<file path="config.mk">
export PLATFORM = sky130hd
export DESIGN_NAME = telemetry_tx
export DESIGN_NICKNAME = d
export VERILOG_FILES = /design/src/telemetry_pkg.sv /design/src/telemetry_field_mux.sv /design/src/telemetry_sequencer.sv /design/src/uart_serializer.sv /design/src/telemetry_tx.sv
export SDC_FILE = /design/constraint.sdc
export NUM_CORES = 1
export LEC_CHECK = 0
export BUFFER_PORTS_ARGS = -buffer_cell sky130_fd_sc_hd__clkbuf_2
export CELL_PAD_IN_SITES_DETAIL_PLACEMENT = 0
export CELL_PAD_IN_SITES_GLOBAL_PLACEMENT = 1
export CORE_MARGIN = 5
export CORE_UTILIZATION = 38
export DETAILED_ROUTE_END_ITERATION = 8
export GPL_TIMING_DRIVEN = 0
export HOLD_SLACK_MARGIN = 0.12
export PLACE_DENSITY = 0.95
export SLEW_MARGIN = 20
export SYNTH_ARGS = -nofsm -noshare
export SYNTH_HDL_FRONTEND = slang
export SYNTH_SLANG_ARGS = --single-unit
</file>
<file path="constraint.sdc">
create_clock -name clk -period 9.8 [get_ports clk]
set_input_delay 1.96 -clock clk [delete_from_list [all_inputs] [get_ports clk]]
set_output_delay 1.96 -clock clk [all_outputs]
set_load 0.01 [all_outputs]
</file>
<file path="src/telemetry_pkg.sv">
package telemetry_pkg;

    // ----------------------------------------
    // Widths
    // ----------------------------------------
    localparam int UART_DATA_BITS = 8;
    localparam int POS_W          = 32;
    localparam int YAW_W          = 16;
    localparam int ANGLE_W        = 12;
    localparam int BAUD_DIV_W     = 14;
    localparam int BYTE_IDX_W     = 5;

    typedef logic [UART_DATA_BITS-1:0] byte_t;
    typedef logic signed [POS_W-1:0]   pos_t;
    typedef logic [YAW_W-1:0]          yaw_t;
    typedef logic [7:0]                sensors_t;
    typedef logic [ANGLE_W-1:0]        angle_t;
    typedef logic [1:0]                mode_t;
    typedef logic [2:0]                motor_t;
    typedef logic [BAUD_DIV_W-1:0]     baud_div_t;   // Clocks per UART bit.
    typedef logic [BYTE_IDX_W-1:0]     byte_idx_t;
    typedef logic [1:0]                gap_cnt_t;

    // ----------------------------------------
    // Frame layout
    // ----------------------------------------
    localparam int    FRAME_LEN = 23;
    localparam byte_t SYNC_BYTE = 8'h99;

    // First byte of each field within the frame.
    localparam byte_idx_t IDX_SYNC     = 5'd0;
    localparam byte_idx_t IDX_POS_X    = 5'd1;
    localparam byte_idx_t IDX_POS_Y    = 5'd5;
    localparam byte_idx_t IDX_YAW      = 5'd9;
    localparam byte_idx_t IDX_SENSORS  = 5'd11;
    localparam byte_idx_t IDX_ANGLE_LO = 5'd12;
    localparam byte_idx_t IDX_FLAGS    = 5'd13;   // Reached, motor, angle high nibble.
    localparam byte_idx_t IDX_MODE     = 5'd14;   // Mode and upper divider bits.
    localparam byte_idx_t IDX_TGT_X    = 5'd15;
    localparam byte_idx_t IDX_TGT_Y    = 5'd19;

    // ----------------------------------------
    // Timing
    // ----------------------------------------
    // Idle clocks with tx_en high between a done pulse and the next byte.
    localparam int GAP_CYCLES = 2;

endpackage

</file>
<file path="src/telemetry_field_mux.sv">
`timescale 1ns/1ps

module telemetry_field_mux
    import telemetry_pkg::*;
(
    input  byte_idx_t byte_index,
    input  pos_t      current_x,
    input  pos_t      current_y,
    input  pos_t      target_x,
    input  pos_t      target_y,
    input  yaw_t      yaw,
    input  sensors_t  sensors,
    input  angle_t    angle,
    input  logic      target_reached,
    input  motor_t    motor,
    input  mode_t     mode,
    input  baud_div_t clks_per_bit,
    output byte_t     frame_byte
);

    // Little-endian byte of a 32-bit coordinate.
    function automatic byte_t pos_byte(pos_t value, byte_idx_t offset);
        return value[offset[1:0]*8 +: 8];
    endfunction

    // Fields are ordered by start index, so the highest matching start wins.
    always_comb begin
        if (byte_index == IDX_SYNC || byte_index >= FRAME_LEN) begin
            frame_byte = SYNC_BYTE;
        end else if (byte_index >= IDX_TGT_Y) begin
            frame_byte = pos_byte(target_y, byte_idx_t'(byte_index - IDX_TGT_Y));
        end else if (byte_index >= IDX_TGT_X) begin
            frame_byte = pos_byte(target_x, byte_idx_t'(byte_index - IDX_TGT_X));
        end else if (byte_index >= IDX_MODE) begin
            frame_byte = {mode, clks_per_bit[13:8]};
        end else if (byte_index >= IDX_FLAGS) begin
            frame_byte = {target_reached, motor, angle[11:8]};
        end else if (byte_index >= IDX_ANGLE_LO) begin
            frame_byte = angle[7:0];
        end else if (byte_index >= IDX_SENSORS) begin
            frame_byte = sensors;
        end else if (byte_index >= IDX_YAW) begin
            frame_byte = (byte_index == IDX_YAW) ? yaw[7:0] : yaw[15:8];
        end else if (byte_index >= IDX_POS_Y) begin
            frame_byte = pos_byte(current_y, byte_idx_t'(byte_index - IDX_POS_Y));
        end else begin
            frame_byte = pos_byte(current_x, byte_idx_t'(byte_index - IDX_POS_X));
        end
    end

    // The sequencer wraps before FRAME_LEN, so a larger index means its counter broke.
    always_comb begin
        a_index_range: assert (byte_index < FRAME_LEN)
            else $error("byte_index %0d is outside the frame", byte_index);
    end

endmodule

</file>
<file path="src/telemetry_sequencer.sv">
`timescale 1ns/1ps

module telemetry_sequencer
    import telemetry_pkg::*;
(
    input  logic      clk,
    input  logic      reset,
    input  logic      tx_en,
    input  logic      done,
    output byte_idx_t byte_index,
    output logic      byte_start
);

    typedef enum logic [1:0] {
        SEQ_IDLE,
        SEQ_WAIT_DONE,
        SEQ_GAP
    } seq_state_t;

    seq_state_t state;
    gap_cnt_t   gap_cnt;
    logic       last_gap;
    logic       last_byte;
    logic       outstanding;

    assign last_gap  = (gap_cnt == gap_cnt_t'(GAP_CYCLES - 1));
    assign last_byte = (byte_index == byte_idx_t'(FRAME_LEN - 1));

    // ----------------------------------------
    // Frame stepping
    // ----------------------------------------
    always_ff @(posedge clk or posedge reset) begin
        if (reset) begin
            state      <= SEQ_IDLE;
            byte_index <= '0;
            gap_cnt    <= '0;
            byte_start <= 1'b0;
        end else begin
            byte_start <= 1'b0;                 // Single-clock strobe by default.
            case (state)
                SEQ_IDLE: begin
                    if (tx_en) begin
                        byte_start <= 1'b1;
                        state      <= SEQ_WAIT_DONE;
                    end
                end
                SEQ_WAIT_DONE: begin
                    // A byte in flight always completes, whatever tx_en does.
                    if (done) begin
                        gap_cnt    <= '0;
                        byte_index <= last_byte ? '0 : byte_index + 1'b1;
                        state      <= SEQ_GAP;
                    end
                end
                SEQ_GAP: begin
                    if (tx_en) begin                // The gap freezes while disabled.
                        if (last_gap) begin
                            byte_start <= 1'b1;
                            state      <= SEQ_WAIT_DONE;
                        end else begin
                            gap_cnt <= gap_cnt + 1'b1;
                        end
                    end
                end
                default: state <= SEQ_IDLE;
            endcase
        end
    end

    // ----------------------------------------
    // Checks
    // ----------------------------------------
    // Tracks a byte from its start strobe to the serializer's done pulse.
    always_ff @(posedge clk or posedge reset) begin
        if (reset) begin
            outstanding <= 1'b0;
        end else if (byte_start) begin
            outstanding <= 1'b1;
        end else if (done) begin
            outstanding <= 1'b0;
        end
    end

    a_start_pulse: assert property (@(posedge clk) disable iff (reset)
        byte_start |=> !byte_start);

    a_one_in_flight: assert property (@(posedge clk) disable iff (reset)
        byte_start |-> !outstanding);

endmodule

</file>
<file path="src/uart_serializer.sv">
`timescale 1ns/1ps

module uart_serializer
    import telemetry_pkg::*;
(
    input  logic      clk,
    input  logic      reset,
    input  logic      byte_start,
    input  byte_t     byte_data,
    input  baud_div_t clks_per_bit,
    output logic      serial_out,
    output logic      busy,
    output logic      done
);

    logic [UART_DATA_BITS:0] shift_q;     // Data bits with the stop bit on top.
    baud_div_t               period_q;
    baud_div_t               period_cnt;
    logic [3:0]              bit_cnt;
    logic                    accept;
    logic                    bit_end;
    logic                    last_bit;

    assign accept   = byte_start && !busy;
    assign bit_end  = busy && (period_cnt == baud_div_t'(period_q - 1'b1));
    assign last_bit = (bit_cnt == 4'(UART_DATA_BITS + 1));

    // ----------------------------------------
    // Payload
    // ----------------------------------------
    always_ff @(posedge clk) begin
        if (accept) begin
            shift_q  <= {1'b1, byte_data};
            period_q <= clks_per_bit;           // Held for the whole character.
        end else if (bit_end) begin
            shift_q  <= {1'b1, shift_q[UART_DATA_BITS:1]};
        end
    end

    // ----------------------------------------
    // Bit timing and line control
    // ----------------------------------------
    always_ff @(posedge clk or posedge reset) begin
        if (reset) begin
            serial_out <= 1'b1;
            busy       <= 1'b0;
            done       <= 1'b0;
            period_cnt <= '0;
            bit_cnt    <= '0;
        end else begin
            done <= 1'b0;
            if (accept) begin
                serial_out <= 1'b0;             // Start bit.
                busy       <= 1'b1;
                period_cnt <= '0;
                bit_cnt    <= '0;
            end else if (busy) begin
                if (bit_end) begin
                    period_cnt <= '0;
                    if (last_bit) begin
                        // End of the stop bit. The line is already high.
                        busy <= 1'b0;
                        done <= 1'b1;
                    end else begin
                        serial_out <= shift_q[0];
                        bit_cnt    <= bit_cnt + 1'b1;
                    end
                end else begin
                    period_cnt <= period_cnt + 1'b1;
                end
            end
        end
    end

    // A period of one clock would make bit_end fire on the capture cycle's divider.
    a_min_period: assert property (@(posedge clk) disable iff (reset)
        byte_start |-> clks_per_bit >= 2);

endmodule

</file>
<file path="src/telemetry_tx.sv">
`timescale 1ns/1ps

module telemetry_tx
    import telemetry_pkg::*;
(
    input  logic      clk,
    input  logic      reset,
    input  logic      tx_en,
    input  pos_t      current_x,
    input  pos_t      current_y,
    input  pos_t      target_x,
    input  pos_t      target_y,
    input  yaw_t      yaw,
    input  sensors_t  sensors,
    input  angle_t    angle,
    input  logic      target_reached,
    input  motor_t    motor,
    input  mode_t     mode,
    input  baud_div_t clks_per_bit,
    output logic      serial_out
);

    byte_idx_t byte_index;
    byte_t     frame_byte;
    logic      byte_start;
    logic      busy;
    logic      done;

    // Field decode. The byte is taken from the live inputs when it starts.
    telemetry_field_mux field_mux0 (
        .byte_index     (byte_index),
        .current_x      (current_x),
        .current_y      (current_y),
        .target_x       (target_x),
        .target_y       (target_y),
        .yaw            (yaw),
        .sensors        (sensors),
        .angle          (angle),
        .target_reached (target_reached),
        .motor          (motor),
        .mode           (mode),
        .clks_per_bit   (clks_per_bit),
        .frame_byte     (frame_byte)
    );

    telemetry_sequencer sequencer0 (
        .clk        (clk),
        .reset      (reset),
        .tx_en      (tx_en),
        .done       (done),
        .byte_index (byte_index),
        .byte_start (byte_start)
    );

    uart_serializer serializer0 (
        .clk          (clk),
        .reset        (reset),
        .byte_start   (byte_start),
        .byte_data    (frame_byte),
        .clks_per_bit (clks_per_bit),
        .serial_out   (serial_out),
        .busy         (busy),
        .done         (done)
    );

    // The serializer drops a start that arrives while it is sending.
    a_start_when_free: assert property (@(posedge clk) disable iff (reset)
        byte_start |-> !busy);

endmodule

</file>
; ---- After elaboration in Yosys (flattened, before gate mapping)
; Index checks and enable logic that the tools add are counted.
[word_totals]
register_bits = 53
latchBits = 0
ram_bits = 0
romBits = 0
input_bits = 187
output_inout_bits = 1
elab_cells = 104
mem_count = 0
[op_classes]
add_sub_neg = 9
multipliers = 0
div_mod_pow = 0
order_cmp = 9
eq_ne = 13
n_shift = 4
n_mux = 45
bitwise_logic = 0
reduce_logical = 13
[op_table]
columns = cell, n
row1 = variable part select 32 x 6 -> 8 bit, 4
row2 = two-way mux 8 bit, 12
row3 = two-way mux 14 bit, 3
row4 = ">= comparator 5 x 4 -> 1 bit, second input constant", 6
row5 = two-way mux 4 bit, 4
row6 = two-way mux 1 bit, 15
row7 = "adder 14 x 1 -> 14 bit, second input constant", 1
row8 = == test 14 bit, 1
row9 = two-way mux 2 bit, 7
row10 = "subtractor 14 x 1 -> 14 bit, second input constant", 1
row11 = ">= comparator 5 bit, second input constant", 2
row12 = AND reduction 4 bit, 2
row13 = "!= test 2 x 1 -> 1 bit, second input constant", 3
row14 = "!= test 2 bit, second input constant", 3
row15 = case mux 2 bit (3 select lines), 1
row16 = nonzero test 2 bit, 3
row17 = "adder 5 x 1 -> 5 bit, second input constant", 1
row18 = "== test 5 x 4 -> 1 bit, second input constant", 1
row19 = "== test 5 bit, second input constant", 1
row20 = ">= comparator 5 x 3 -> 1 bit, second input constant", 1
row21 = logical NOT 5 bit, 1
row22 = two-way mux 5 bit, 1
row23 = "adder 4 x 1 -> 4 bit, second input constant", 1
row24 = "== test 2 x 1 -> 1 bit, second input constant", 2
row25 = 13 further kinds, 16

; ---- Longest topological paths before layout
; Gate-level depths: netlist (run 1).
[logic_depth]
word_depth = 12
depth_mapped = 13
depth_no_buf = 9

; ---- Cells and area by module
; From an unflattened synthesis (run 1), not the netlist that was laid out.
[hier_totals]
cells_unflattened = 566
area_unflattened_um2 = 5034.8
[by_module_without_submodules]
columns = module, n_inst, cells_per_inst, area_per_inst_um2
row1 = uart_serializer, 1, 239, 2411.1
row2 = telemetry_field_mux, 1, 280, 2139.6
row3 = telemetry_sequencer, 1, 47, 484.2

; ---- Worst setup path after synthesis (run 1)
; No wires, ideal clock.
[synth_timing]
kind = reg-to-reg
from = register sequencer0.byte_index[0]
to = register serializer0.shift_q[4] (data pin)
setup_time_ns = 0.262
arrival_time_ns = 3.321
required_ns = 9.538
setup_slack_ns = 6.217
path_stages_with_launch = 14
path_buffers = 6
period_less_slack_ns = 3.583
cell_sequence = dfrtp_1 buf_2 buf_2 clkbuf_1 inv_1 ha_1 clkbuf_1 clkbuf_1 clkbuf_1 mux4_2 nor2_1 nor3_1 a21oi_1 o21ai_0
[synth_between]
elab_chain_cells = 12
[synth_lines]
columns = item, line
row1 = from (decl), telemetry_sequencer.sv:10  ; output byte_idx_t byte_index,
row2 = from (signal assigned), telemetry_sequencer.sv:51  ; byte_index <= last_byte ? '0 : byte_index + 1'b1;
row3 = subtractor 2 x 1 -> 2 bit, "telemetry_field_mux.sv:45, telemetry_field_mux.sv:47"
row4 = variable part select 32 x 6 -> 8 bit, telemetry_field_mux.sv:23  ; return value[offset[1:0]*8 +: 8];
row5 = two-way mux 8 bit, telemetry_field_mux.sv:44  ; end else if (byte_index >= IDX_POS_Y) begin
row6 = two-way mux 8 bit, telemetry_field_mux.sv:42  ; end else if (byte_index >= IDX_YAW) begin
row7 = two-way mux 8 bit, telemetry_field_mux.sv:40  ; end else if (byte_index >= IDX_SENSORS) begin
row8 = two-way mux 8 bit, telemetry_field_mux.sv:38  ; end else if (byte_index >= IDX_ANGLE_LO) begin
row9 = two-way mux 8 bit, telemetry_field_mux.sv:36  ; end else if (byte_index >= IDX_FLAGS) begin
row10 = two-way mux 8 bit, telemetry_field_mux.sv:34  ; end else if (byte_index >= IDX_MODE) begin
row11 = two-way mux 8 bit, telemetry_field_mux.sv:32  ; end else if (byte_index >= IDX_TGT_X) begin
row12 = two-way mux 8 bit, telemetry_field_mux.sv:30  ; end else if (byte_index >= IDX_TGT_Y) begin
row13 = two-way mux 8 bit *, telemetry_field_mux.sv:28  ; if (byte_index == IDX_SYNC || byte_index >= FRAME_LEN) begin
row14 = two-way mux 8 bit *, uart_serializer.sv:32  ; if (accept) begin
row15 = to (signal assigned), uart_serializer.sv:33  ; shift_q <= {1'b1, byte_data};
row16 = to (signal assigned), uart_serializer.sv:36  ; shift_q <= {1'b1, shift_q[UART_DATA_BITS:1]};
row17 = to (decl), uart_serializer.sv:16  ; logic [UART_DATA_BITS:0] shift_q;
; Every way passes the cells marked *; elsewhere a longest branch is shown, timed or not.
; A chain may end at the register's enable or synchronous reset.

; ---- Worst setup path after layout (run 1)
[layout_timing]
from = register sequencer0.byte_index[0]
to = register serializer0.shift_q[7] (data pin)
; The elaborated chain is that of the path after synthesis.

==> impl_metrics.toml, run 1 <==
[finish]
most-common-layout-cells = "sky130_fd_sc_hd__clkbuf_2, sky130_fd_sc_hd__nand2_1, sky130_fd_sc_hd__nor2_1, sky130_fd_sc_hd__dfrtp_1, sky130_fd_sc_hd__o21ai_0"
multi_input_comb_area_sq_um = 2830
finish.net_count = 878
stdcell_count = 826
fillers = 1098
post-route-cell-area_sq_um = 5720
synthToLayoutAreaGrowth_pct = 28.8
final_layout_size_suffix_gt1_share_pct = 35.2
seqCellArea_sq_um = 1440
layout_commonest_cell = "sky130_fd_sc_hd__clkbuf_2"

[setup_path]
timing.critical_path.fanout_max = 10
worst_path_required_time_ps = 9790
r2r_setup_slack_ps = 5050
worst_r2r_endpoint = "serializer0.shift_q[7]"
critPathKind = "flop to flop"
critical-path-max-stage-delay_ps = 540
timing.critical_path.mode_cell = "sky130_fd_sc_hd__clkbuf_1"
critPathLaunchType = "flop"
worst_path_max_delay_cell = "sky130_fd_sc_hd__clkbuf_1"
cp_data_arrival_time_ps = 4750
worstSetupEndpointType = "flop"
worstReg2RegStart = "sequencer0.byte_index[0]"
critical_path.cell_chain = "buf_2, buf_2, clkbuf_1, inv_1, ha_1, clkbuf_1, clkbuf_1, clkbuf_1, a311oi_1, a211o_1, a31oi_1, o211ai_1"
rr_worst_depth = 12

[pwr]
cellPowerDensity_nw_per_um2 = 102
static-leakage-power_nw = 2.53
vdd_ir_drop_max_v = 0.0000707

[cts]
cts_tree = "yes"
htreeDepth = 2
cts.sink_count = 53
cts_max_path_buffers = 2
cts_made_buffers = 5
cts_repair_resize_count = 0
cts_root_cell = "sky130_fd_sc_hd__clkbuf_16"
worst_setup_hold_path_clk_slew_ps = 70
post-cts-setup-buffer-count = 0
hold_buffers = 0
worstSkewPairLatency_ps = 290

[global_routing]
antenna_violations_before_repair = 1
maximum_number_of_pins_on_one_net_before_global_route_repair = 32
grt_first_pass_wirelength_microns = 24900
groute.usage.overall_pct = 21.8
overflow = 0
via_count_of_the_first_global_routing_pass = 4838

[hold_path]
min_path_type = "flop to flop"
hold-path-cell-count = 2
hold_path.startpoint = "serializer0.serial_out"
holdPathEnd = "serializer0.serial_out"

[sta]
maxSlewHeadroom_pct = 31.2
fin_ws_ps = 5050
setup_violations = 0
final_period_minus_worst_setup_slack_ps = 4750
final_min_period_over_clock_period_pct = 48.5
finalHoldViolCount = 0
timing_worst_slew_pin_value_ps = 1030
hold-worst-slack_ps = 495
fin_skew_ps = 5.40
final_sum_of_negative_setup_slack_ps = 0
timing_max_transition_violations_final = 0
timing.fmax_ghz = 0.210
grt_setup_unrepaired = "false"

[place]
place.port_buffers = 187
routabilityCongestion = 0.966
post-place-cells = 817
place_hpwl_microns = 13000
place_ws_ps = 5050
dpl-instance-area_sq_um = 5560

[logic_synthesis]
synth_top_family_by_area = "simple AND/OR/NAND/NOR gates"
ys_types = 55
yosys_register_bits = 53
synth_sequential_area_ratio_pct = 32.4
syn_area_sq_um = 4440
synthesis.instances = 487
synth.top_cell.area_share_pct = 16.9
synth_top_flop_cell = "sky130_fd_sc_hd__dfrtp_1"
synth_mux_area_share_pct = 17.3
synth_fp_nets = 684
synth_top_cells_by_area = "sky130_fd_sc_hd__dfrtp_1, sky130_fd_sc_hd__edfxtp_1, sky130_fd_sc_hd__mux4_2, sky130_fd_sc_hd__nand2_1, sky130_fd_sc_hd__nor2_1"
share_of_the_synthesized_netlist_area_taken_by_xor_and_xnor_gates_pct = 5.72
post_synthesis_cell_type_with_the_largest_combined_area = "sky130_fd_sc_hd__dfrtp_1"
yosys.area_share.adder_pct = 2.82
async_reset_ff_share_pct = 58.5
yosys.area_share.simple_pct = 23.0
synthesis.yosys.warnings = 0
mean_cell_area_of_the_mapped_netlist_sq_um = 9.12
count_of_flip_flops_with_a_built_in_enable_after_synthesis = 22
synth_compound_area_share_pct = 14.9

[run]
timing.max_cap.violations = 0

[routing]
drtPass1Iterations = 5
drt-initial-drc-count = 447
routed_via_density = 5.74
total_wirelength_microns = 15800
detail_route.wl_per_cell_microns = 19.1
ant_nets = 0
route.vias.total = 4738
detail_route.drc_violations = 0

[floorplanning]
coreArea_sq_um = 11400
floorplan.initialDensity_pct = 38.9
core.rowCount = 39
die_h_microns = 118
pin_count = 188
die_area_sq_um = 13900
dieWidth_microns = 118

[status]
outcome = "completed"
worst max path at each step:
| stage | from | endpoint | slack, ps | cells past startpoint |
|---|---|---|---|---|
| after global placement | sequencer0.byte_index[0] | serializer0.shift_q[0] | 5210 | 13 |
| final | sequencer0.byte_index[0] | serializer0.shift_q[7] | 5050 | 12 |
| after global routing | sequencer0.byte_index[0] | serializer0.shift_q[4] | 4680 | 13 |
| after detailed placement | sequencer0.byte_index[0] | serializer0.shift_q[7] | 5050 | 12 |
| after CTS | sequencer0.byte_index[0] | serializer0.shift_q[7] | 5050 | 12 |
| after floorplan | sequencer0.byte_index[0] | serializer0.shift_q[4] | 6220 | 13 |
registers in the layout, indices dropped and copies added, names as in the netlist:
signal / cells
serializer0.period_cnt: 14
serializer0.bit_cnt: 4
sequencer0.byte_index: 5
serializer0.done: 1
serializer0.busy: 1
serializer0.shift_q: 8
sequencer0.state: 2
serializer0.serial_out: 1
sequencer0.byte_start: 1
serializer0.period_q: 14
sequencer0.gap_cnt: 2
cells by family after synthesis:
family | count (synthesis)
and+or+nand+nor | 208
AOI/OAI and AO/OA | 101
DFF | 53
muxes | 45
buffers and inverters | 41
xor gates and xnor gates | 29
adders and majority gates | 10
metrics by stage:
stage	total power [mW]	utilization [%]
3_3_place_gp	0.389	48.7
2_1_floorplan	0.336	-
5_1_grt	0.606	50.1
6_report	0.581	50.1
3_5_place_dp	0.394	48.7
4_1_cts	0.582	50.1
layer usage:
layer / wire (microns) / share of wire (%) / vias up / GRT usage, %
met3: 1110 / 7.0 / 20 / 3.32
met1: 6250 / 40 / 2269 / 27.8
li1: - / - / 2214 / -
met5: 0 / 0 / - / 0
met4: 370 / 2.3 / 0 / 6.67
met2: 8040 / 51 / 235 / 38.0
Yosys cell counts, drive strengths merged, types with 4 or more instances:
master and instances:
a21oi 24, a221oi 5, a31oi 9, a32oi 4, and2 4, and3 5
buf 7, clkbuf 22, dfrtp 30, edfxtp 22, ha 10, inv 11
mux2 5, mux2i 15, mux4 25, nand2 74, nand3 14, nand3b 5
nand4 15, nor2 43, nor2b 4, nor3 15, nor3b 7, nor4 5
o211ai 5, o21ai 28, o221ai 4, o31ai 8, or3 5, or4 4
xnor2 13, xor2 16
cell type report:
class                   count  share of cell area (%)
clock buffers               7                    2.69
inverters                  12                   0.787
diodes                      1                  0.0437
repair buffers            187                    16.4
multi-input cells         393                    49.5
flip-flops and latches     53                    25.1
well taps                 143                    3.13
clock inverters             1                   0.153
plain buffers              29                    2.25
power by group:
group | leakage [nW] | internal (mW) | switching [mW]
Combinational | 1.84 | 0.0664 | 0.0537
Clock | 0.0792 | 0.111 | 0.0791
Sequential | 0.604 | 0.248 | 0.0230
Total | 2.53 | 0.425 | 0.156
critical path, delay by kind of cell (launching register included):
family,cells,cell delay (ps)
adders and majority gates,1,360
buffers and inverters,7,2850
DFF,1,420
AOI/OAI and AO/OA,4,820
No activity file was read; power rests on OpenSTA's default activity.
==> run 2, diff against run 1 <==
Settings changed: CORE_UTILIZATION 38 to 35, PLACE_DENSITY 0.95 to 0.89.
Clock period 9.8 ns to 4.9 ns, I/O delays scaled along.
==> run 2 against run 1 <==
Compared with the run above:
- global-route usage down 1.8 points
- power up 99%
- non-clock buffer count is the same
- via count fell by 1.4%
- utilization fell by 4.1 points
- critical path depth grew 1
- worst setup slack worse by 4600 ps
- routed wire length down 2.3%
- clock skew up 4.1 ps
- combinational power is 100% higher
- largest power group unchanged
- highest routed layer unchanged
==> impl_metrics.toml, run 2 (synthesized netlist as in run 1, its figures left out) <==
[finish]
fillers = 1238
final_layout_size_suffix_gt1_share_pct = 35.6
finish.net_count = 878
post-route-cell-area_sq_um = 5750
synthToLayoutAreaGrowth_pct = 29.6
most-common-layout-cells = "sky130_fd_sc_hd__clkbuf_2, sky130_fd_sc_hd__nand2_1, sky130_fd_sc_hd__nor2_1, sky130_fd_sc_hd__dfrtp_1, sky130_fd_sc_hd__o21ai_0"
layout_commonest_cell = "sky130_fd_sc_hd__clkbuf_2"
layout_top_registers = "serializer0.period_cnt x14, serializer0.period_q x14, serializer0.shift_q x8"
num_antenna_cells = 0
stdcell_count = 854

[hold_path]
hold-path-cell-count = 2
min_path_type = "flop to flop"

[floorplanning]
core.rowCount = 41
coreArea_sq_um = 12500
dieWidth_microns = 123
pin_count = 188
die_area_sq_um = 15000
die_h_microns = 123
floorplan.initialDensity_pct = 35.5

[setup_path]
worstSetupEndpointType = "flop"
critical-path-max-stage-delay_ps = 530
worst-path-stages = 13
cp_data_arrival_time_ps = 4500
timing.critical_path.fanout_max = 10
worst_path_max_delay_cell = "sky130_fd_sc_hd__clkbuf_1"
critPathTopFamily = "buffers and inverters"
worst_path_required_time_ps = 4940
critPathKind = "flop to flop"
cp_num_buf_inv = 7
rr_worst_depth = 13
critical_path.cell_chain = "buf_2, buf_2, clkbuf_1, inv_1, ha_1, clkbuf_1, clkbuf_2, clkbuf_2, mux4_2, nand2_1, a21oi_1, a21oi_1, o21ai_0"
critPathLaunchType = "flop"

[sta]
grt_setup_unrepaired = "false"
setup_violations = 0
finalHoldViolCount = 0
timing_max_transition_violations_final = 0
fin_skew_ps = 9.53
final_period_minus_worst_setup_slack_ps = 4460
timing_worst_slew_pin_value_ps = 959
timing.fmax_ghz = 0.224
fin_ws_ps = 439
hold-worst-slack_ps = 512
final_sum_of_negative_setup_slack_ps = 0
maxSlewHeadroom_pct = 35.8
final_min_period_over_clock_period_pct = 91.0

[cts]
htreeDepth = 2
cts_tree = "yes"
hold_buffers = 0
cts_made_buffers = 5
cts.sink_count = 53
cts_max_path_buffers = 2
worstSkewPairLatency_ps = 300
cts_root_cell = "sky130_fd_sc_hd__clkbuf_16"
worst_setup_hold_path_clk_slew_ps = 80

[global_routing]
groute.usage.overall_pct = 20.0
grt_first_pass_wirelength_microns = 23500
via_count_of_the_first_global_routing_pass = 4822
antenna_violations_before_repair = 0
overflow = 0
maximum_number_of_pins_on_one_net_before_global_route_repair = 32

[place]
place_hpwl_microns = 12800
post-place-cells = 846
place_ws_ps = -56.3
dpl-instance-area_sq_um = 5590
routabilityCongestion = 0.928
place.port_buffers = 187

[routing]
drtPass1Iterations = 5
detail_route.wl_per_cell_microns = 18.0
route.vias.total = 4670
ant_nets = 0
drt-initial-drc-count = 339
total_wirelength_microns = 15400
routed_via_density = 5.47
detail_route.drc_violations = 0

[pwr]
vdd_ir_drop_max_v = 0.000129
cellPowerDensity_nw_per_um2 = 201
static-leakage-power_nw = 2.53

[run]
timing.max_cap.violations = 0

[status]
outcome = "completed"
run 2: changes by cell type in the layout (fill, tap and decap cells not counted), sizes merged:
| cell | previous run | this run |
|---|---|---|
| clkbuf | 216 | 214 |
| clkinv | 2 | 4 |
| diode | 1 | 0 |
run 2: worst register-to-register path: cells and delay by family, from the launching register on:
kind / cells / cell delay, ps
and+or+nand+nor: 1 / 90
muxes: 1 / 360
AOI/OAI and AO/OA: 3 / 370
buffers and inverters: 7 / 2620
adders and majority gates: 1 / 370
DFF: 1 / 380
run 2: area by class of cell:
cell class	instances	area, sq um	area share (%)
buffer	29	131	2.28
clock buffer	5	125	2.17
clock inverter	3	33.8	0.587
inverter	12	45.0	0.783
multi-input combinational	393	2830	49.2
sequential	53	1440	25.0
tap	172	215	3.74
timing repair buffer	187	936	16.3
run 2: final timing paths:
check | startpoint | end | slack, ps
max in group asynchronous | reset | serializer0.period_cnt[7] | 3700
setup / recovery | sequencer0.byte_index[0] | serializer0.shift_q[3] | 440
min in group asynchronous | reset | sequencer0.byte_start | 760
hold reg to reg | serializer0.serial_out | serializer0.serial_out | 510
hold / removal | serializer0.serial_out | serializer0.serial_out | 510
setup reg to reg | sequencer0.byte_index[0] | serializer0.shift_q[3] | 440
run 2: report_power, final:
group / total (mW) / switching [mW] / internal [mW]
combinational: 0.240 / 0.107 / 0.133
clock: 0.374 / 0.178 / 0.196
sequential: 0.541 / 0.0458 / 0.496
total: 1.15 / 0.331 / 0.824
run 2: per-stage QoR:
step	power, mW	utilization [%]
global placement	0.779	44.7
CTS	1.16	46.0
finish	1.15	46.0
global route	1.22	46.0
floorplan	0.671	-
detailed placement	0.791	44.7
run 2: what timing repair did:
item,CTS,global route
buffers inserted,0,0
endpoints found under the setup margin,4,8
resized for setup,1,2
run 2: layer usage:
layer | track usage [%] | part of all wire (%) | routed length [microns]
met1 | 24.6 | 39 | 5960
met2 | 34.7 | 50 | 7770
met3 | 4.52 | 8.0 | 1240
met4 | 6.65 | 2.8 | 430
met5 | 0 | 0 | 0
